--- src/sync_fifo.sv ---
`timescale 1ns/1ps
`default_nettype none

module sync_fifo #(
    parameter type entry_t = logic [7:0],
    parameter int  depth   = 16
) (
    input  logic   clock,
    input  logic   rst_n,
    input  logic   flush,
    input  logic   wr_en,
    input  entry_t din,
    output logic   full,
    input  logic   rd_en,
    output entry_t dout,
    output logic   empty
);

    localparam int ptr_w = $clog2(depth);
    localparam logic [ptr_w:0] full_count = (ptr_w + 1)'(depth);

    entry_t           mem [depth];
    logic [ptr_w-1:0] wr_ptr;
    logic [ptr_w-1:0] rd_ptr;
    logic [ptr_w:0]   count;
    logic             do_wr;
    logic             do_rd;

    assign full  = (count == full_count);
    assign empty = (count == '0);

    // strobes against a full or empty buffer are dropped.
    assign do_wr = wr_en && !full;
    assign do_rd = rd_en && !empty;

    // head word is always on dout, rd_en pops it.
    assign dout = mem[rd_ptr];

    always_ff @(posedge clock) begin
        if (do_wr) begin
            mem[wr_ptr] <= din;
        end
    end

    always_ff @(posedge clock or negedge rst_n) begin
        if (!rst_n) begin
            wr_ptr <= '0;
            rd_ptr <= '0;
            count  <= '0;
        end else if (flush) begin
            wr_ptr <= '0;
            rd_ptr <= '0;
            count  <= '0;
        end else begin
            if (do_wr) begin
                wr_ptr <= wr_ptr + 1'b1;
            end
            if (do_rd) begin
                rd_ptr <= rd_ptr + 1'b1;
            end
            case ({do_wr, do_rd})
                2'b10:   count <= count + 1'b1;
                2'b01:   count <= count - 1'b1;
                default: count <= count;
            endcase
        end
    end

endmodule

`default_nettype wire

--- config.mk ---
export PLATFORM = sky130hd
export DESIGN_NAME = sync_fifo
export DESIGN_NICKNAME = d
export VERILOG_FILES = /design/src/sync_fifo.sv
export SDC_FILE = /design/constraint.sdc
export NUM_CORES = 1
export LEC_CHECK = 0
export ABC_AREA = 1
export BUFFER_PORTS_ARGS = -buffer_cell sky130_fd_sc_hd__buf_4
export CAP_MARGIN = 20
export CORE_AREA = 3 3 158 83
export DETAILED_ROUTE_END_ITERATION = 16
export DIE_AREA = 0 0 161 86
export MAX_ROUTING_LAYER = met4
export PLACE_DENSITY = 0.66
export SLEW_MARGIN = 20
export SYNTH_ARGS = -nofsm -noshare
export SYNTH_HDL_FRONTEND = slang
export SYNTH_SLANG_ARGS = --single-unit
--- constraint.sdc ---
create_clock -name clock -period 2.2 [get_ports clock]
set_input_delay 0.11 -clock clock [delete_from_list [all_inputs] [get_ports clock]]
set_output_delay 0.11 -clock clock [all_outputs]
set_load 0.005 [all_outputs]
# --- After elaboration in Yosys (flattened, before gate mapping) ---
# Memory sizes are Yosys's and may differ from the RTL's.
# Cells that the tools add are included.
totals:
  output_inout_bits: 10
  word_cells: 27
  register_bits: 13
  memories: 1
  ram_bits: 128
op_classes:
  reduce_logical: 8
  n_eq_ne: 3
  muxes: 8
  n_addsub: 4
mem_list:
  columns: ["name", "depth", "word_bits", "rd", "rd_clocked_by_memory_dff", "write_ports", "line_no", "source"]
  rows:
  - ["mem", 16, 8, 1, 0, 1, "22", "entry_t mem [depth];"]
op_table:
  columns: ["cell", "count"]
  rows:
  - ["$mux 4", 4]
  - ["$pmux 5 s2", 1]
  - ["$add 4x1->4 const B", 2]
  - ["$add 5x1->5 const B", 1]
  - ["$eq 5x5->1 const B", 1]
  - ["$logic_not 5->1", 1]
  - ["$mux 5", 1]
  - ["$sub 5x1->5 const B", 1]
  - ["$reduce_bool 2->1", 2]
  - ["$reduce_bool 3->1", 1]
  - ["$eq 2x1->1 const B", 1]
  - ["$eq 2x2->1 const B", 1]
  - ["$logic_and 1x1->1", 2]
  - ["$logic_not 1->1", 2]
  - ["$mux 1", 2]

# --- Depth between registers and ports, before layout ---
logic_depth:
  ltp_word: 6
  depth_mapped: 16

# --- Worst setup path after synthesis ---
# No wires, ideal clock.
synth_timing:
  path_kind: "reg-to-reg"
  start: "reg count[0]"
  end: "reg count[4]"
  setup_time_ns: 0.117
  path_stages_with_launch: 16
  period_less_slack_ns: 1.746
  setup_slack_ns: 0.454
  arrival_ns: 1.628
  t_required_ns: 2.083
  path_cell_list: "dfrtp_1 nor2_1 nand3_2 nand2_4 inv_4 nand2_4 nand2_1 nand2_1 inv_2 ha_1 inv_1 nand2_1 nand3_2 nand3_1 nand3_1 nand2_1"
synth_via:
  elab_chain_cells: 6
synth_rtl:
  columns: ["element", "line_no", "source"]
  rows:
  - ["from (decl)", "25", "logic [ptr_w:0] count;"]
  - ["from (signal assigned)", "62", "2'b10: count <= count + 1'b1;"]
  - ["from (signal assigned)", "63", "2'b01: count <= count - 1'b1;"]
  - ["from (signal assigned)", "64", "default: count <= count;"]
  - ["$eq 5x5->1 / $logic_not 5->1 (equally long branches)", "29, 30", null]
  - ["$logic_not 1->1 (on tied branches)", "33, 34", null]
  - ["$logic_and 1x1->1 (on tied branches)", "33, 34", null]
  - ["$eq 2x1->1 / $eq 2x2->1 (equally long branches)", "61", "case ({do_wr, do_rd})"]
  - ["$pmux 5 s2", "61", null]
  - ["$mux 5", "50", "end else if (flush) begin"]
# Several ways; a longest one is shown, not always the timed one.
# A chain may end at the register's enable or synchronous reset.

==> out/qor.json <==
{
  "die_width": {"value": 161, "unit": "µm"},
  "cts_htree_levels": {"value": 4},
  "post-dp-hpwl": {"value": 8470, "unit": "µm"},
  "placement.io_buffers": {"value": 22},
  "std_cell_rows": {"value": 28},
  "fin_total_pwr": {"value": 7.73, "unit": "mW"},
  "start_util": {"value": 50.0, "unit": "%"},
  "track_usage": {"value": 22.2, "unit": "%"},
  "final_nets": {"value": 526},
  "tritoncts": {"value": "yes"},
  "hold_ws": {"value": 0.0269, "unit": "ns"},
  "cp_max_fo": {"value": 25},
  "post_synth_num_cell_types": {"value": 29},
  "final_hold_viol_count": {"value": 0},
  "cts.path.max_buffers": {"value": 2},
  "cts.sinks": {"value": 141},
  "postSynthCellCount": {"value": 474},
  "clk_transition_reported_paths": {"value": 0.06, "unit": "ns"},
  "outcome": {"value": "completed"},
  "synth_fp_nets": {"value": 494},
  "grt_first_pass_wirelength": {"value": 21900, "unit": "µm"},
  "avgSynthCellArea": {"value": 12.4, "unit": "µm²"},
  "synth_area": {"value": 5890, "unit": "µm²"},
  "p_leak": {"value": 2.43, "unit": "nW"},
  "floorplan.die.height": {"value": 86, "unit": "µm"},
  "power_density": {"value": 1130, "unit": "nW/µm²"},
  "min_period": {"value": 2.15, "unit": "ns"},
  "weighted_congestion_reported_at_the_end_of_routability_driven_placement": {"value": 0.858},
  "detail_route.first_pass.iterations": {"value": 6},
  "drt-vias-per-instance": {"value": 5.75},
  "skew": {"value": 0.0112, "unit": "ns"},
  "pre_cts_slack": {"value": 0.217, "unit": "ns"},
  "ir_worst_vdd": {"value": 573, "unit": "µV"},
  "worstPathRequired": {"value": 2.09, "unit": "ns"},
  "max_slew_margin": {"value": 42.4, "unit": "%"},
  "totalNegativeSetupSlack": {"value": 0, "unit": "ns"},
  "synthToLayoutAreaGrowth": {"value": 16.5, "unit": "%"},
  "detail_route.wl_per_cell": {"value": 20.3, "unit": "µm"},
  "critical_path_arrival": {"value": 2.04, "unit": "ns"},
  "setup_violations": {"value": 0},
  "route.antenna.remaining_nets": {"value": 0},
  "maxSlewViolCount": {"value": 0},
  "drc": {"value": 0},
  "drt_wl_total": {"value": 13900, "unit": "µm"},
  "rsz_0062_raised_after_global_routing": {"value": "no"},
  "drive_above_1_share": {"value": 15.3, "unit": "%"},
  "core": {"value": 11800, "unit": "µm²"},
  "overflow": {"value": 0},
  "path_class": {"value": "flip-flop to primary output"},
  "cts.root.buffer_cell": {"value": "sky130_fd_sc_hd__clkbuf_16"},
  "detailedRoute.firstIterationViolations": {"value": 453},
  "ys_seq_area_share": {"value": 70.8, "unit": "%"},
  "startpoint_type": {"value": "flip-flop"},
  "max_slew.worst_pin.slew": {"value": 0.861, "unit": "ns"},
  "final_cycle_utilization_of_the_critical_path": {"value": 97.6, "unit": "%"},
  "synth.ff_latch_count": {"value": 141},
  "drv.max_cap_violation_count": {"value": 0},
  "holdCritPathClass": {"value": "primary input to flip-flop"},
  "dr_total_vias": {"value": 3928},
  "via_count_of_the_first_global_routing_pass": {"value": 3786},
  "fmax": {"value": 466, "unit": "MHz"},
  "cp-end-kind": {"value": "primary output"},
  "cts-buffers-inserted": {"value": 17},
  "grt_max_degree": {"value": 41},
  "fp.dieArea": {"value": 13800, "unit": "µm²"},
  "clk_latency": {"value": 0.42, "unit": "ns"},
  "reg2reg_setup_slack": {"value": 0.19, "unit": "ns"},
  "antenna_found_initial": {"value": 0},
  "antenna_cells": {"value": 0},
  "setup_ws": {"value": 0.0529, "unit": "ns"},
  "synth.yosys.warnings": {"value": 0},
  "ios": {"value": 23}
}
-- where the power goes --
part           leakage, nW  internal, mW  switching, mW
clock                0.266          1.62           1.03
combinational        0.832         0.677           1.29
sequential            1.33          3.04         0.0716
total                 2.43          5.34           2.39
-- cell type report --
class | instances | area (µm²)
Clock buffer | 18 | 429
Tap cell | 165 | 206
Fill cell | 952 | 4910
Inverter | 25 | 98.8
Timing Repair Buffer | 38 | 323
Multi-Input combinational cell | 283 | 1530
Sequential cell | 141 | 4170
Clock inverter | 13 | 106
-- flip-flops by register name (all words and copies together) (netlist names) --
| register | flops |
|---|---|
| rd_ptr | 4 |
| count | 5 |
| mem | 128 |
| wr_ptr | 4 |
-- what timing repair did --
| item | CTS | global route |
|---|---|---|
| gates resized for setup | 1 | 5 |
| setup endpoints to repair | 8 | 7 |
| hold buffers | 2 | 0 |
| buffers inserted | 2 | 0 |
| pin swaps | 0 | 0 |
| endpoints found under the hold margin | 17 | 0 |
-- path summary, 6_finish.rpt --
kind	from	endpoint	cells past startpoint
max in group asynchronous	rst_n	rd_ptr[0]$_DFFE_PN0P_	2
setup reg to reg	count[0]$_DFFE_PN0P_	mem[3][6]$_DFFE_PP_	6
setup / recovery	rd_ptr[0]$_DFFE_PN0P_	dout[1]	7
min in group asynchronous	rst_n	count[1]$_DFFE_PN0P_	2
hold reg to reg	count[3]$_DFFE_PN0P_	count[3]$_DFFE_PN0P_	2
hold / removal	din[1]	mem[9][1]$_DFFE_PP_	1
-- per-layer routing --
metal / share of wire (%) / wire length [µm] / vias up / GRT usage (%)
met2: 45 / 6270 / 167 / 32.2
met4: 2.0 / 274 / 0 / 6.87
met1: 44 / 6170 / 1928 / 31.1
met3: 8.6 / 1190 / 30 / 5.79
met5: 0 / 0 / - / -
li1: - / - / 1803 / -
-- per-stage QoR --
stage / util, % / instance area (µm²) / std cells
floorplan: - / 5890 / 474
detailed placement: 53.2 / 6270 / 648
CTS: 58.1 / 6840 / 683
global placement: 53.2 / 6270 / 648
finish: 58.3 / 6860 / 683
global route: 58.3 / 6860 / 683
-- cells by family after synthesis --
| kind of cell | Yosys count | synth area share, % |
|---|---|---|
| AO/OA/AOI/OAI | 122 | 12.7 |
| XOR/XNOR | 1 | 0.149 |
| adder cells (fa/ha/maj) | 7 | 1.49 |
| buffers and inverters | 50 | 3.34 |
| flip-flops | 141 | 70.8 |
| AND/OR/NAND/NOR | 153 | 11.5 |
-- placed cells by master (no fill, tap or decap), drive strengths merged --
cell type | Yosys | layout
o21a | 2 | 2
nor3 | 4 | 4
dfrtp | 13 | 13
o21bai | 1 | 1
clkinv | 0 | 11
xor2 | 1 | 1
a21oi | 5 | 5
nand3 | 19 | 19
a211oi | 2 | 2
o211ai | 7 | 7
nand2 | 38 | 38
dlygate4sd3 | 0 | 2
o22ai | 8 | 8
buf | 3 | 36
edfxtp | 128 | 128
bufinv | 0 | 2
nor2 | 92 | 92
inv | 25 | 25
ha | 7 | 7
o21ai | 72 | 72
o221ai | 25 | 25
clkbuf | 22 | 18
-- synth_stat cells (all sizes together) --
cell type,count,area [µm²]
a211oi,2,15.0
a21oi,5,25.0
buf,3,15.0
clkbuf,22,82.6
dfrtp,13,325
edfxtp,128,3840
ha,7,87.6
inv,25,98.8
nand2,38,170
nand3,19,115
nor2,92,374
nor3,4,20.0
o211ai,7,52.6
o21a,2,15.0
o21ai,72,364
o21bai,1,7.51
o221ai,25,219
o22ai,8,50.1
xor2,1,8.76
-- critical path, stage by stage, from the launching register on --
cell and delay (ns):
sky130_fd_sc_hd__dfrtp_2 0.43, sky130_fd_sc_hd__inv_2 0.08, sky130_fd_sc_hd__buf_6 0.17, sky130_fd_sc_hd__o21ai_0 0.26, sky130_fd_sc_hd__o22ai_2 0.15, sky130_fd_sc_hd__o211ai_1 0.26
sky130_fd_sc_hd__nand2_1 0.12, sky130_fd_sc_hd__buf_4 0.15
No activity file was read; power rests on OpenSTA's default activity.
