==> src/udp_pkg.sv <==
`default_nettype none

package udp_pkg;

    // buffer sizes.
    localparam int IN_FIFO_DEPTH = 16;
    // the output buffer also bounds the largest payload accepted.
    localparam int OUT_FIFO_DEPTH = 1024;

    // header sizes in bytes.
    localparam int IPV4_HDR_LEN = 20;
    localparam int UDP_HDR_LEN = 8;

    // expected header field values.
    localparam logic [7:0] IPV4_VER_IHL = 8'h45;
    localparam logic [7:0] IP_PROTO_UDP = 8'd17;

    // byte offsets from the start of the IPv4 header.
    localparam int IP_TOTLEN_OFS = 2;
    localparam int IP_PROTO_OFS = 9;
    localparam int IP_SRC_OFS = 12;
    localparam int UDP_LEN_OFS = 24;
    localparam int UDP_CKS_OFS = 26;

    // one input byte with its frame markers.
    typedef struct packed {
        logic [7:0] data;
        logic       sof;
        logic       eof;
    } in_beat_t;

    // one byte toward the checksum stage.
    typedef struct packed {
        logic [7:0] data;
        logic       valid;
        // UDP length bytes, summed again for the pseudo-header.
        logic       twice;
        logic       cks_field;
        logic       last;
        logic       bad;
    } csum_beat_t;

    // one payload byte toward the gate.
    typedef struct packed {
        logic [7:0] data;
        logic       valid;
    } pay_beat_t;

    // frame outcome, valid is a single-cycle pulse.
    typedef struct packed {
        logic valid;
        logic ok;
    } verdict_t;

endpackage

`default_nettype wire
==> src/udp_checksum.sv <==
`timescale 1ns/1ps
`default_nettype none

module udp_checksum (
    input  logic                clock,
    input  logic                rst_n,
    input  udp_pkg::csum_beat_t beat,
    output udp_pkg::verdict_t   verdict
);

    // pseudo-header zero byte and protocol.
    localparam logic [15:0] seed = 16'(udp_pkg::IP_PROTO_UDP);

    logic [15:0] sum;
    logic [15:0] word;
    logic [15:0] sum_once;
    logic [15:0] sum_twice;
    logic [15:0] sum_next;
    logic [7:0]  hi_byte;
    logic        phase;
    logic        cks_nz;
    logic        cks_nz_next;

    // ones-complement add with end-around carry.
    function automatic logic [15:0] add_oc(input logic [15:0] a, input logic [15:0] b);
        logic [16:0] s;
        s = {1'b0, a} + {1'b0, b};
        return s[15:0] + 16'(s[16]);
    endfunction

    always_comb begin
        // an odd trailing byte is padded with zero.
        word        = phase ? {hi_byte, beat.data} : {beat.data, 8'h00};
        sum_once    = add_oc(sum, word);
        sum_twice   = add_oc(sum_once, word);
        sum_next    = beat.twice ? sum_twice : sum_once;
        cks_nz_next = cks_nz || (beat.cks_field && (beat.data != 8'h00));
    end

    always_ff @(posedge clock) begin
        if (beat.valid && !phase) begin
            hi_byte <= beat.data;
        end
    end

    always_ff @(posedge clock or negedge rst_n) begin
        if (!rst_n) begin
            sum     <= seed;
            phase   <= 1'b0;
            cks_nz  <= 1'b0;
            verdict <= '0;
        end else begin
            verdict.valid <= 1'b0;
            if (beat.valid) begin
                cks_nz <= cks_nz_next;
                if (beat.last) begin
                    verdict.valid <= 1'b1;
                    // a zero checksum field means no checksum was sent.
                    verdict.ok    <= !beat.bad && (!cks_nz_next || sum_next == 16'hffff);
                    sum           <= seed;
                    phase         <= 1'b0;
                    cks_nz        <= 1'b0;
                end else if (phase) begin
                    sum   <= sum_next;
                    phase <= 1'b0;
                end else begin
                    phase <= 1'b1;
                end
            end
        end
    end

endmodule

`default_nettype wire

==> config.mk <==
export PLATFORM = sky130hd
export DESIGN_NAME = udp_checksum
export DESIGN_NICKNAME = d
export VERILOG_FILES = /design/src/udp_pkg.sv /design/src/udp_checksum.sv
export SDC_FILE = /design/constraint.sdc
export NUM_CORES = 1
export LEC_CHECK = 0
export BUFFER_PORTS_ARGS = -buffer_cell sky130_fd_sc_hd__buf_2
export CORE_ASPECT_RATIO = 1.75
export CORE_MARGIN = 4
export CORE_UTILIZATION = 55
export CTS_BUF_LIST = sky130_fd_sc_hd__clkbuf_4 sky130_fd_sc_hd__clkbuf_8
export DETAILED_ROUTE_END_ITERATION = 10
export GPL_TIMING_DRIVEN = 0
export PLACE_DENSITY = 0.82
export SLEW_MARGIN = 20
export SYNTH_ARGS = -nofsm -noshare
export SYNTH_HDL_FRONTEND = slang
export SYNTH_SLANG_ARGS = --single-unit
==> constraint.sdc <==
create_clock -name clock -period 18.7 [get_ports clock]
set_clock_uncertainty 0.05 [all_clocks]
set_input_delay 4.675 -clock clock [delete_from_list [all_inputs] [get_ports clock]]
set_output_delay 4.675 -clock clock [all_outputs]
set_load 0.01 [all_outputs]
== Yosys cells after proc, flatten, opt, wreduce, memory -nomap -nowiden ==
Cells that the tools add are included.
Widths: inputs -> output; s select.

* Shifts and indexed selects: 0
* Mux-type cells: 9
* $lt $le $gt $ge: 0
* Equality and inequality tests: 1
* Bitwise gates (word level): 0
* Multipliers: 0
* Div/mod/pow operators: 0
* Add/sub/neg operators: 4
* Reduce and logical (&&, ||, !) cells: 12

{| class="wikitable"
|+ Operators with widths
! operator !! number
|-
| $mux 16 || 4
|-
| $add 16x16->17 || 2
|-
| $add 16x1->16 || 2
|-
| $eq 16x16->1 const B || 1
|-
| $reduce_bool 8->1 || 1
|-
| $mux 2 || 2
|-
| $reduce_and 2->1 || 2
|-
| $logic_and 1x1->1 || 3
|-
| $logic_not 1->1 || 3
|-
| $mux 1 || 3
|-
| $logic_or 1x1->1 || 2
|-
| $reduce_bool 2->1 || 1
|}

* Latch bits: 0
* Input port bits: 15
* Memories: 0
* Output and inout bits: 2
* Register bits: 28
* Bits in read-only memories: 0
* Bits in writable memories: 0

== Depth between registers and ports, before layout ==
* Depth in word-level cells: 11
* Depth in mapped cells: 49
* Depth with buffers taken out: 45

== Worst setup path after synthesis ==
Ideal clock, no wire load.

* Path kind: input -> register
* Start point: input port beat[6] (netlist bit)
* End point: register verdict[0] (netlist bit)
* Arrival: 12,348 ps
* Slack: 6,210 ps
* Path buffers: 2
* Stages on the path: 45
* Library setup time: 92 ps
* Path through: buf_2 -> nand2_1 -> xnor2_1 -> ha_1 -> a21oi_1 -> or4_4 -> a211o_1 -> a21oi_1 -> o21ai_0 -> a21o_1 -> a21boi_0 -> o21a_1 -> o21a_1 -> o21ai_0 -> nand2b_1 -> ha_1 -> and3_1 -> nand3_1 -> (+9 left out) -> a21oi_1 -> o311ai_1 -> a21oi_1 -> o21bai_1 -> a21o_1 -> ha_1 -> ha_1 -> nand2_1 -> a2bb2oi_1 -> o221a_2 -> xor2_1 -> mux2i_1 -> nand3_1 -> a211oi_2 -> o211ai_1 -> a2111oi_2 -> o2111ai_1 -> o31ai_2

* Cells in the longest elaborated chain, start to end: 9
* Elaborated cells on any way between the ends: 13
* Those cells by class: add/sub: 4; eq/ne: 1; mux: 2; reduce/logical: 6

{| class="wikitable"
|+ RTL lines
! item !! line !! source
|-
| start, declared || udp_checksum.sv:7 || <nowiki>input udp_pkg::csum_beat_t beat,</nowiki>
|-
| $mux 16 || udp_checksum.sv:33 || <nowiki>word = phase ? {hi_byte, beat.data} : {beat.data, 8'h00};</nowiki>
|-
| $add 16x16->17 || udp_checksum.sv:27 || <nowiki>s = {1'b0, a} + {1'b0, b};</nowiki>
|-
| $add 16x1->16 || udp_checksum.sv:28 || <nowiki>return s[15:0] + 16'(s[16]);</nowiki>
|-
| $add 16x16->17 || udp_checksum.sv:27 ||
|-
| $add 16x1->16 || udp_checksum.sv:28 ||
|-
| $mux 16 || udp_checksum.sv:36 || <nowiki>sum_next = beat.twice ? sum_twice : sum_once;</nowiki>
|-
| $eq 16x16->1 || udp_checksum.sv:59 || <nowiki>verdict.ok <= !beat.bad && (!cks_nz_next || sum_next == 16'hffff);</nowiki>
|-
| $logic_or 1x1->1 (*) || udp_checksum.sv:59 ||
|-
| $logic_and 1x1->1 (*) || udp_checksum.sv:59 ||
|-
| end, declared || udp_checksum.sv:8 || <nowiki>output udp_pkg::verdict_t verdict</nowiki>
|}

Every way passes the cells marked *; elsewhere a longest branch is shown, timed or not.
A chain may end at the register's enable or synchronous reset.

== Final worst setup path ==
Same ends and word-level chain as after synthesis.

==> flow_summary.ini <==
[clock_network]
clk-insertion-delay-late_ps = 290
cts_hold_buffers = 0
cts-root-buf = clkbuf_8
cts_num_sinks = 28
cts_tree = done
cts_resized = 0
cts_max_path_buffers = 2
htreeDepth = 1
cts_setup_buffers = 0
clkTransAtPathRegs_ps = 100
cts_made_buffers = 3

[logic_synthesis]
synth-seq-cells = 28
ys_types = 78
syn_inst = 487
synth-edff-count = 8
synth_warnings = 0
yosysSeqAreaShare = 0.191
synth_area_sq_um = 3890
ys_async_sr_fraction = 0.714
ys.flop_type = dfrtp_1
syn_avg_cell_area_sq_um = 8.00
synth_fp_nets = 535

[timing]
setup_total_negative_slack_ps = 0
slew_violations = 0
max-slew-margin-rel = 0.314
setup_viol = 0
hold_violations = 0
fmax_mhz = 71.4
worst_pin_slew_ps = 1000
timing.final.crit_share = 0.749
rsz0062_at_grt = no
holdWs_ps = 448
period_minus_slack_ps = 14010

[detailed_routing]
drt-total-wl_um = 11500
first_pass_iters = 5
drc = 0
wl_per_cell_um = 19.4
drtIter0Drc = 362
vias = 3966
antenna_left = 0
vias_per_cell = 6.72

[setup_path]
critical_path_required_ps = 18860
start_kind = input port
ff2ff_setup_slack_ps = 7720
worst_setup_path_end_kind = flop
setup.worst_path.class = in2reg
slowest_stage = or4_4
crit_arrival_ps = 14160
slowest_delay_ps = 590
critPathMaxFanout = 9

[floorplanning]
die_h_um = 119
start_util = 0.568
num_rows = 40
core_area_sq_um = 6860
die_area_sq_um = 8540
ios = 17
die_w_um = 71.6

[pwr]
peakVddDrop_mv = 0.0666
power_per_cell_area_nw_per_um2 = 113
leakagePower_nw = 1.75

[placed_design]
dpl_cell_area_sq_um = 4070
hpwl_um = 9060
portBuffers = 15
gp_congestion = 1.00

[grt]
grt_pass1_wl_um = 18300
grt_start_max_net_pins = 21
grt_usage = 0.266
grt_pass1_vias = 3849
grt_antenna_before_repair = 0
grt_overflow = 0

[final_layout]
diodes = 0
syn_to_final_growth_pct = 6.46
layout-drive-gt1-share = 0.126
num-fill-cells = 609
final_cell_area_sq_um = 4150
mostFrequentLayoutCells = 44 x nand2_1, 33 x ha_1, 31 x a21oi_1, 29 x o21ai_0
layout_commonest_cell = nand2_1
layout.nets = 555

[outcome]
status = complete, no violations

[job]
cap_violations = 0

[min_path]
hp-class = reg2reg
flip-flops by register name, summed over array words and instances, names as in the netlist:
name,cells
cks_nz,1
hi_byte,8
phase,1
sum,16
verdict,2
logic make-up (layout without fill, tap and decap cells):
kind of cell	Yosys count	after routing	synth area share
AOI/OAI and AO/OA	146	146	0.263
xor gates and xnor gates	46	46	0.109
adders and majority gates	34	34	0.109
buffers and inverters	47	66	0.0501
DFF	28	28	0.191
muxes	15	15	0.0415
and+or+nand+nor	171	171	0.237
path summary, 6_finish.rpt:
| check | startpoint | endpoint | cells past startpoint |
|---|---|---|---|
| worst max register to register | phase$_DFFE_PN0P_ | verdict[0]$_DFFE_PN0P_ | 48 |
| min in group asynchronous | rst_n | sum[12]$_DFFE_PN0P_ | 1 |
| worst max-delay path | beat[6] | verdict[0]$_DFFE_PN0P_ | 46 |
| max in group asynchronous | rst_n | sum[0]$_DFFE_PN1P_ | 1 |
| worst min-delay path | sum[0]$_DFFE_PN1P_ | sum[0]$_DFFE_PN1P_ | 2 |
| worst min register to register | sum[0]$_DFFE_PN1P_ | sum[0]$_DFFE_PN1P_ | 2 |
through the flow:
step / util / cells / power [W] / worst slack (ps)
after floorplan: - / 487 / 0.000337 / 6210
after global placement: 0.594 / 586 / 0.000394 / 4790
after detailed placement: 0.594 / 586 / 0.000405 / 4630
after CTS: 0.605 / 590 / 0.000458 / 4900
after global routing: 0.605 / 590 / 0.000502 / 4170
final: 0.605 / 590 / 0.000468 / 4690
critical path: cells and delay by family:
| kind | cells | cell delay [ps] |
|---|---|---|
| fa+ha+maj | 5 | 1260 |
| simple gates | 10 | 2340 |
| mux | 1 | 270 |
| buf+inv | 3 | 500 |
| xor+xnor | 2 | 330 |
| compound gates | 25 | 4790 |
per-layer routing:
metal	routed length, um	track usage	up-vias
met5	0	0	-
met4	553	0.126	0
met3	496	0.0186	49
met2	6050	0.491	161
met1	4360	0.297	1889
li1	-	-	1867
report_power, final:
part | internal, W | switching, W | total (W) | leakage, nW
clock | 0.0000288 | 0.0000214 | 0.0000502 | 0.0357
sequential | 0.0000725 | 0.00000489 | 0.0000774 | 0.339
combinational | 0.000135 | 0.000206 | 0.000341 | 1.37
synthesized netlist by cell type, types with 8 or more instances:
library cell	instances	area share
clkbuf_1	9	0.0087
or3_1	10	0.016
dfrtp_1	18	0.12
nand2_1	44	0.042
inv_1	23	0.022
mux2_2	9	0.026
nor2_1	28	0.027
nor3_1	12	0.015
o21ai_0	29	0.037
a21oi_1	31	0.040
and2_1	11	0.018
ha_1	33	0.11
nand3_1	13	0.017
a31oi_1	8	0.013
edfxtp_1	8	0.062
buf_2	9	0.012
xor2_1	16	0.036
and3_1	8	0.013
xnor2_1	28	0.063
layout make-up:
class                   count  area, sq um  area share
multi-input cells         412         2960       0.713
flip-flops and latches     28          743       0.179
plain buffers              23          105      0.0254
well taps                  84          105      0.0254
inverters                  24         90.1      0.0217
repair buffers             15         75.1      0.0181
clock buffers               3         41.3     0.00996
clock inverters             1         30.0     0.00724
No activity file was read; power rests on OpenSTA's default activity.
