`config.mk`:
```
export PLATFORM = sky130hd
export DESIGN_NAME = udp_header_parser
export DESIGN_NICKNAME = d
export VERILOG_FILES = /design/src/udp_pkg.sv /design/src/udp_header_parser.sv
export SDC_FILE = /design/constraint.sdc
export NUM_CORES = 1
export LEC_CHECK = 0
export BUFFER_PORTS_ARGS = -buffer_cell sky130_fd_sc_hd__buf_2
export CORE_UTILIZATION = 50
export CTS_CLUSTER_SIZE = 24
export DETAILED_ROUTE_END_ITERATION = 8
export PLACE_DENSITY = 0.71
export SLEW_MARGIN = 30
export SYNTH_ARGS = -nofsm -noshare
export SYNTH_HDL_FRONTEND = slang
export SYNTH_SLANG_ARGS = --single-unit
```
`constraint.sdc`:
```
create_clock -name clock -period 3.5 [get_ports clock]
set_input_delay 0.35 -clock clock [delete_from_list [all_inputs] [get_ports clock]]
set_output_delay 0.35 -clock clock [all_outputs]
set_load 0.01 [all_outputs]
```
`src/udp_pkg.sv`:
```
`default_nettype none

package udp_pkg;

    // buffer sizes.
    localparam int IN_FIFO_DEPTH = 16;
    // the output buffer also bounds the largest payload accepted.
    localparam int OUT_FIFO_DEPTH = 1024;

    // header sizes in bytes.
    localparam int IPV4_HDR_LEN = 20;
    localparam int UDP_HDR_LEN = 8;

    // expected header field values.
    localparam logic [7:0] IPV4_VER_IHL = 8'h45;
    localparam logic [7:0] IP_PROTO_UDP = 8'd17;

    // byte offsets from the start of the IPv4 header.
    localparam int IP_TOTLEN_OFS = 2;
    localparam int IP_PROTO_OFS = 9;
    localparam int IP_SRC_OFS = 12;
    localparam int UDP_LEN_OFS = 24;
    localparam int UDP_CKS_OFS = 26;

    // one input byte with its frame markers.
    typedef struct packed {
        logic [7:0] data;
        logic       sof;
        logic       eof;
    } in_beat_t;

    // one byte toward the checksum stage.
    typedef struct packed {
        logic [7:0] data;
        logic       valid;
        // UDP length bytes, summed again for the pseudo-header.
        logic       twice;
        logic       cks_field;
        logic       last;
        logic       bad;
    } csum_beat_t;

    // one payload byte toward the gate.
    typedef struct packed {
        logic [7:0] data;
        logic       valid;
    } pay_beat_t;

    // frame outcome, valid is a single-cycle pulse.
    typedef struct packed {
        logic valid;
        logic ok;
    } verdict_t;

endpackage

`default_nettype wire
```
`src/udp_header_parser.sv`:
```
`timescale 1ns/1ps
`default_nettype none

module udp_header_parser (
    input  logic                clock,
    input  logic                rst_n,
    output logic                in_rd_en,
    input  udp_pkg::in_beat_t   in_dout,
    input  logic                in_empty,
    input  logic                gate_busy,
    input  logic                gate_full,
    output udp_pkg::csum_beat_t csum,
    output udp_pkg::pay_beat_t  payload
);

    typedef enum logic [2:0] {IDLE, IP_HDR, UDP_HDR, PAYLOAD, DISCARD} state_t;

    state_t      state;
    state_t      body_state;
    logic [10:0] cnt;
    logic [10:0] cnt_inc;
    logic [15:0] total_len;
    logic [7:0]  udp_len_hi;
    logic [15:0] udp_len;
    logic [7:0]  data;
    logic        in_frame;
    logic        is_final;
    logic        hdr_err;
    logic        len_err;
    logic        fail;

    // a new frame waits until the gate has drained the previous one.
    assign in_rd_en = !in_empty && !gate_full && !(in_dout.sof && gate_busy);

    assign data    = in_dout.data;
    assign udp_len = {udp_len_hi, data};
    assign cnt_inc = cnt + 11'd1;

    // in IDLE only a sof byte opens a frame, stray bytes are dropped.
    assign in_frame = (state == IDLE) ? in_dout.sof : (state != DISCARD);

    // total_len is current once the headers are past.
    assign is_final = (cnt >= 11'(udp_pkg::IPV4_HDR_LEN + udp_pkg::UDP_HDR_LEN - 1)) &&
                      ({5'd0, cnt} == total_len - 16'd1);
    // eof must land exactly on the last byte.
    assign len_err  = (in_dout.eof != is_final);
    assign fail     = hdr_err || len_err;

    always_comb begin
        hdr_err = 1'b0;
        if (cnt == 11'd0) begin
            hdr_err = (data != udp_pkg::IPV4_VER_IHL);
        end else if (cnt == 11'(udp_pkg::IP_PROTO_OFS)) begin
            hdr_err = (data != udp_pkg::IP_PROTO_UDP);
        end else if (cnt == 11'(udp_pkg::UDP_LEN_OFS + 1)) begin
            hdr_err = (udp_len < 16'(udp_pkg::UDP_HDR_LEN)) ||
                      (udp_len > 16'(udp_pkg::UDP_HDR_LEN + udp_pkg::OUT_FIFO_DEPTH)) ||
                      (total_len != udp_len + 16'(udp_pkg::IPV4_HDR_LEN));
        end
    end

    always_comb begin
        if (cnt_inc < 11'(udp_pkg::IPV4_HDR_LEN)) begin
            body_state = IP_HDR;
        end else if (cnt_inc < 11'(udp_pkg::IPV4_HDR_LEN + udp_pkg::UDP_HDR_LEN)) begin
            body_state = UDP_HDR;
        end else begin
            body_state = PAYLOAD;
        end
    end

    always_ff @(posedge clock or negedge rst_n) begin
        if (!rst_n) begin
            state      <= IDLE;
            cnt        <= '0;
            total_len  <= '0;
            udp_len_hi <= '0;
            csum       <= '0;
            payload    <= '0;
        end else begin
            csum.valid    <= 1'b0;
            payload.valid <= 1'b0;
            if (in_rd_en && state == DISCARD) begin
                if (in_dout.eof) begin
                    // closing beat carries the error to the checksum.
                    csum  <= '{data: 8'h00, valid: 1'b1, twice: 1'b0,
                               cks_field: 1'b0, last: 1'b1, bad: 1'b1};
                    state <= IDLE;
                end
            end else if (in_rd_en && in_frame) begin
                if (cnt == 11'(udp_pkg::IP_TOTLEN_OFS)) begin
                    total_len[15:8] <= data;
                end
                if (cnt == 11'(udp_pkg::IP_TOTLEN_OFS + 1)) begin
                    total_len[7:0] <= data;
                end
                if (cnt == 11'(udp_pkg::UDP_LEN_OFS)) begin
                    udp_len_hi <= data;
                end
                if (fail) begin
                    cnt <= '0;
                    if (in_dout.eof) begin
                        csum  <= '{data: 8'h00, valid: 1'b1, twice: 1'b0,
                                   cks_field: 1'b0, last: 1'b1, bad: 1'b1};
                        state <= IDLE;
                    end else begin
                        state <= DISCARD;
                    end
                end else begin
                    // addresses onward go to the checksum.
                    csum.data      <= data;
                    csum.valid     <= (cnt >= 11'(udp_pkg::IP_SRC_OFS));
                    csum.twice     <= (cnt == 11'(udp_pkg::UDP_LEN_OFS)) ||
                                      (cnt == 11'(udp_pkg::UDP_LEN_OFS + 1));
                    csum.cks_field <= (cnt == 11'(udp_pkg::UDP_CKS_OFS)) ||
                                      (cnt == 11'(udp_pkg::UDP_CKS_OFS + 1));
                    csum.last      <= is_final;
                    csum.bad       <= 1'b0;
                    payload.data   <= data;
                    payload.valid  <= (state == PAYLOAD);
                    if (is_final) begin
                        state <= IDLE;
                        cnt   <= '0;
                    end else begin
                        state <= body_state;
                        cnt   <= cnt_inc;
                    end
                end
            end
        end
    end

endmodule

`default_nettype wire

```
* Yosys cells after proc, flatten, opt, wreduce, memory -nomap -nowiden
Index checks and enable logic that the tools add are counted.
** Storage, ports and cells
- Bits in registers :: 60
- Latch bits :: 0
- RAM bits :: 0
- Memory bits (read-only) :: 0
- Bits of input ports :: 15
- Output and inout bits :: 23
- Logic and storage cells :: 84
- Memories kept :: 0
** Operators by class
- $add $sub $neg :: 3
- $mul :: 0
- Divide/modulo/power cells :: 0
- Order comparisons :: 6
- Equal/unequal tests :: 16
- Shift-type cells :: 0
- Mux-type cells :: 21
- Bitwise logic cells :: 2
- Reductions and logical operators :: 23
** Operators by type and width (count)
- 2-to-1 mux 13 bit :: 4
- equality test 11 x 5 -> 1 bit, second input constant :: 4
- equality test 11 x 2 -> 1 bit, second input constant :: 2
- less-than comparator 11 x 5 -> 1 bit, second input constant :: 2
- 2-to-1 mux 11 bit :: 2
- 2-to-1 mux 3 bit :: 6
- adder 16 x 5 -> 16 bit, second input constant :: 1
- equality test 11 x 16 -> 1 bit :: 1
- greater-than comparator 16 x 11 -> 1 bit, second input constant :: 1
- less-than comparator 16 x 4 -> 1 bit, second input constant :: 1
- inequality test 16 bit :: 1
- subtractor 16 x 1 -> 16 bit, second input constant :: 1
- AND reduction 3 bit :: 4
- adder 11 x 1 -> 11 bit, second input constant :: 1
- equality test 11 x 4 -> 1 bit, second input constant :: 1
- >= comparator 11 x 4 -> 1 bit, second input constant :: 1
- >= comparator 11 x 5 -> 1 bit, second input constant :: 1
- logical NOT 11 bit :: 1
- 2-to-1 mux 1 bit :: 8
- inequality test 8 x 5 -> 1 bit, second input constant :: 1
- inequality test 8 x 7 -> 1 bit, second input constant :: 1
- logical AND 1 bit :: 6
- logical OR 1 bit :: 5
- AND reduction 2 bit :: 2
- 10 further kinds :: 13

* Depth between registers and ports, before layout
- Depth after elaboration :: 10
- Depth in mapped cells :: 12
- Gate-level depth less buffers :: 10

* Worst setup path before layout
No wires, ideal clock.
- Kind :: reg2reg
- Start point :: register total_len[0]
- End point :: register payload[1] (netlist name)
- Setup time :: 0.125 ns
- Data arrival time :: 2.875 ns
- Data required time :: 3.375 ns
- Setup slack :: 0.500 ns
- Cell stages (with the launch flop) :: 11
- Path buffers :: 1
- Period minus slack after synthesis :: 3.000 ns
- Path through :: dfrtp_1 buf_6 inv_1 ha_1 or3b_2 or4b_2 o311ai_0 and4_4 xnor2_1 nand2_2 mux2_2
** On the way
- Cells in the longest elaborated chain, start to end :: 8
- Elaborated cells between the ends (all ways) :: 12
- Those cells by class :: add/sub: 1; eq/ne: 3; mux: 3; bitwise: 1; reduce/logical: 4
** Ends and longest elaborated chain
- start, declared :: RTL line udp_header_parser.sv:22 : logic [15:0] total_len;
- start signal, assigned :: RTL line udp_header_parser.sv:95 : total_len[7:0] <= data;
- branches (longest 5 deep; another with subtractor 16 x 1 -> 16 bit)
- logical OR 1 bit * :: RTL line udp_header_parser.sv:47 : assign fail = hdr_err || len_err;
- inverter 1 bit (no source line) *
- AND reduction 3 bit (no source line) *
- end, declared :: RTL line udp_header_parser.sv:13 : output udp_pkg::pay_beat_t payload
Mark *: on every way between the ends.
A chain may end at the register's enable or synchronous reset.

* Worst setup path after layout
- Start point :: register total_len[0]
- End point :: register payload[3] (netlist name)
The elaborated chain is that of the path after synthesis.

==> impl_metrics.env <==
export IMPL_status="finished, final reports clean"
export IMPL_cts_path_max_buffers=2
export IMPL_synth_ff_type="dfrtp_1"
export IMPL_slew_viol_final=0
export IMPL_drt_first_iter_violations=295
export IMPL_track_usage=0.256
export IMPL_syn_inst=414
export IMPL_wl_mm=9.81
export IMPL_grt_first_pass_wirelength_mm=16.5
export IMPL_p_int_mw=1.84
export IMPL_n_fill_cell=671
export IMPL_final_min_clock_period_ps=3260
export IMPL_vdd_ir_drop_max_mv=0.395
export IMPL_ys_ff_latch=60
export IMPL_cts_buffers=9
export IMPL_diodes=0
export IMPL_syn_nets=437
export IMPL_p_comb_frac=0.380
export IMPL_grt_pass1_vias=3374
export IMPL_fin_crit_sh=0.930
export IMPL_tns_ps=0
export IMPL_die_h_um=90.2
export IMPL_dp_worst_setup_slack_ps=45.3
export IMPL_synth_top_cell_by_area="dfrtp_1"
export IMPL_worstSetupEndpointType="register"
export IMPL_rows=31
export IMPL_synth_async_reset_ratio=1.00
export IMPL_clock_fmax_ghz=0.307
export IMPL_layout_common_cells="60 x dfrtp_1, 37 x buf_2, 35 x nand2_1"
export IMPL_routabilityCongestion=0.873
export IMPL_avgSynthCellArea_um2=9.40
export IMPL_hp_class="primary input to async pin"
export IMPL_cp_max_fo=10
export IMPL_hold_violations=0
export IMPL_ys_types=66
export IMPL_layout_commonest_cell="dfrtp_1"
export IMPL_vias=3405
export IMPL_grt_antenna_before_repair=0
export IMPL_cap_violations=0
export IMPL_die_area_um2=8140
export IMPL_cts_tree="done"
export IMPL_synth_top_area_share=0.386
export IMPL_port_buffers=37
export IMPL_start_util=0.528
export IMPL_max_slew_worst_pin_slew_ps=795
export IMPL_netlist_top_cells_area="dfrtp_1 39%, mux2_2 8.4%, xnor2_1 5.6%"
export IMPL_arrival_ps=3490
export IMPL_clkSinkCount=60
export IMPL_synth_edf_count=0
export IMPL_hpwl_mm=7.08
export IMPL_overflow=0
export IMPL_dieWidth_um=90.2
export IMPL_relSlewSlack=0.456
export IMPL_dr_pass1_iters=7
export IMPL_drc_errors=0
export IMPL_clk_latency_ps=350
export IMPL_startpoint="total_len[0]"
export IMPL_wire_per_inst_um=17.9
export IMPL_grt_max_degree=33
export IMPL_core_area_um2=7370
export IMPL_crit_type="register to register"
export IMPL_holdBufCountCts=0
export IMPL_cts_setup_buffers=0
export IMPL_yosysWarningCount=0
export IMPL_layout_setup_ws_ps=244
export IMPL_startpoint_type="register"
export IMPL_drive_gt1_frac=0.236
export IMPL_power_switching_mw=1.18
export IMPL_rsz0062_at_grt="no"
export IMPL_ios=38
export IMPL_path_clk_slew_ps=70
export IMPL_power_frac_seq=0.388
export IMPL_vias_per_cell=6.21
export IMPL_ant_nets=0
export IMPL_final_nets=467
export IMPL_cp_data_required_time_ps=3730
export IMPL_seq_area_frac_synth=0.386
export IMPL_p_per_area_nw_per_um2=692
export IMPL_finalSetupViolations=0
export IMPL_power_leakage_nw=1.90
export IMPL_r2r_start="total_len[0]"
export IMPL_power_switching_share=0.391
export IMPL_cts_resized_gates=0
export IMPL_clock_skew_ps=5.02
export IMPL_syn_cell_area_um2=3890
export IMPL_syn_to_final_growth_pct=12.2
export IMPL_power_frac_clock=0.232
export IMPL_cts_root_buffer="clkbuf_8"
export IMPL_htreeDepth=3
-- Yosys cell counts, types with 3 or more instances --
cell type	number
clkbuf_1	19
o211ai_1	3
nand4_1	11
or2_2	4
nor4_1	5
xor2_1	11
o31ai_1	6
or3_1	4
xnor2_1	25
dfrtp_1	60
and3_1	6
nand2_1	35
buf_2	3
a21oi_1	5
a22o_1	11
ha_1	8
a211oi_1	4
a221o_1	3
o2bb2ai_1	4
or4b_2	3
nor3_1	19
mux2_2	29
and2_1	5
a31oi_1	3
o21ai_0	19
inv_1	12
nor2b_1	3
nor3b_1	4
nor2_1	31
nand3_1	15
-- power groups by stage --
stage | Clock (mW) | Sequential, mW | Combinational [mW]
2_1_floorplan | 0 | 1.11 | 0.820
3_3_place_gp | 0 | 1.17 | 1.11
3_5_place_dp | 0 | 1.18 | 1.14
4_1_cts | 0.714 | 1.17 | 1.14
5_1_grt | 0.740 | 1.21 | 1.27
6_report | 0.701 | 1.17 | 1.15
-- kinds of logic after synthesis --
kind of cell	after synthesis	share of synthesized area
multiplexers	30	0.0865
flip-flops	60	0.386
buffers and inverters	37	0.0408
XOR/XNOR	37	0.0868
adder cells (fa/ha/maj)	8	0.0257
AO/OA/AOI/OAI	83	0.159
AND/OR/NAND/NOR	159	0.215
-- area by class of cell --
type | count | area [um2] | area share
inverter | 12 | 45.0 | 0.0103
clock buffer | 9 | 124 | 0.0284
clock inverter | 7 | 98.8 | 0.0226
tap | 99 | 124 | 0.0284
multi-input combinational | 317 | 2240 | 0.512
sequential | 60 | 1500 | 0.344
timing repair buffer | 44 | 238 | 0.0544
-- registers in the layout (all words and copies together), names as in the netlist --
register / flops
csum: 13
total_len: 16
cnt: 11
state: 3
payload: 9
udp_len_hi: 8
-- metrics by stage --
step                      utilization  power (mW)  std cells  instance area [um2]  hold WS, ps
after CTS                       0.593        3.03        548                 4370         55.4
final                           0.593        3.02        548                 4370         37.7
after global routing            0.593        3.22        548                 4370         84.3
after floorplan                     -        1.93        414                 3890         54.4
after global placement          0.562        2.28        532                 4140          426
after detailed placement        0.562        2.32        532                 4140          422
-- worst paths after layout --
kind                               to  slack (ps)  depth (start not counted)
hold reg to reg               csum[0]         490                          2
min in group clock            csum[8]         390                          2
setup reg to reg           payload[3]         240                          9
hold / removal                 cnt[0]          40                          1
setup / recovery           payload[3]         240                          9
max in group asynchronous  payload[2]        2610                          2
-- critical path, stage by stage, from the launching register on --
cell and delay (ps):
dfrtp_1 470, inv_1 90, ha_1 210, or3b_2 540, or4b_2 650, o311ai_0 140, and4_4 340, xnor2_1 90
nand2_2 230, mux2_2 380
-- routing by layer --
layer,up-vias,part of all wire,wire [um],GRT usage
met1,1656,0.42,4130,0.321
met4,0,0.025,243,0.117
met2,138,0.49,4790,0.422
met3,25,0.066,649,0.0584
met5,-,0,0,0
li1,1586,-,-,-
Note: power is estimated with default switching activity, not from simulation.
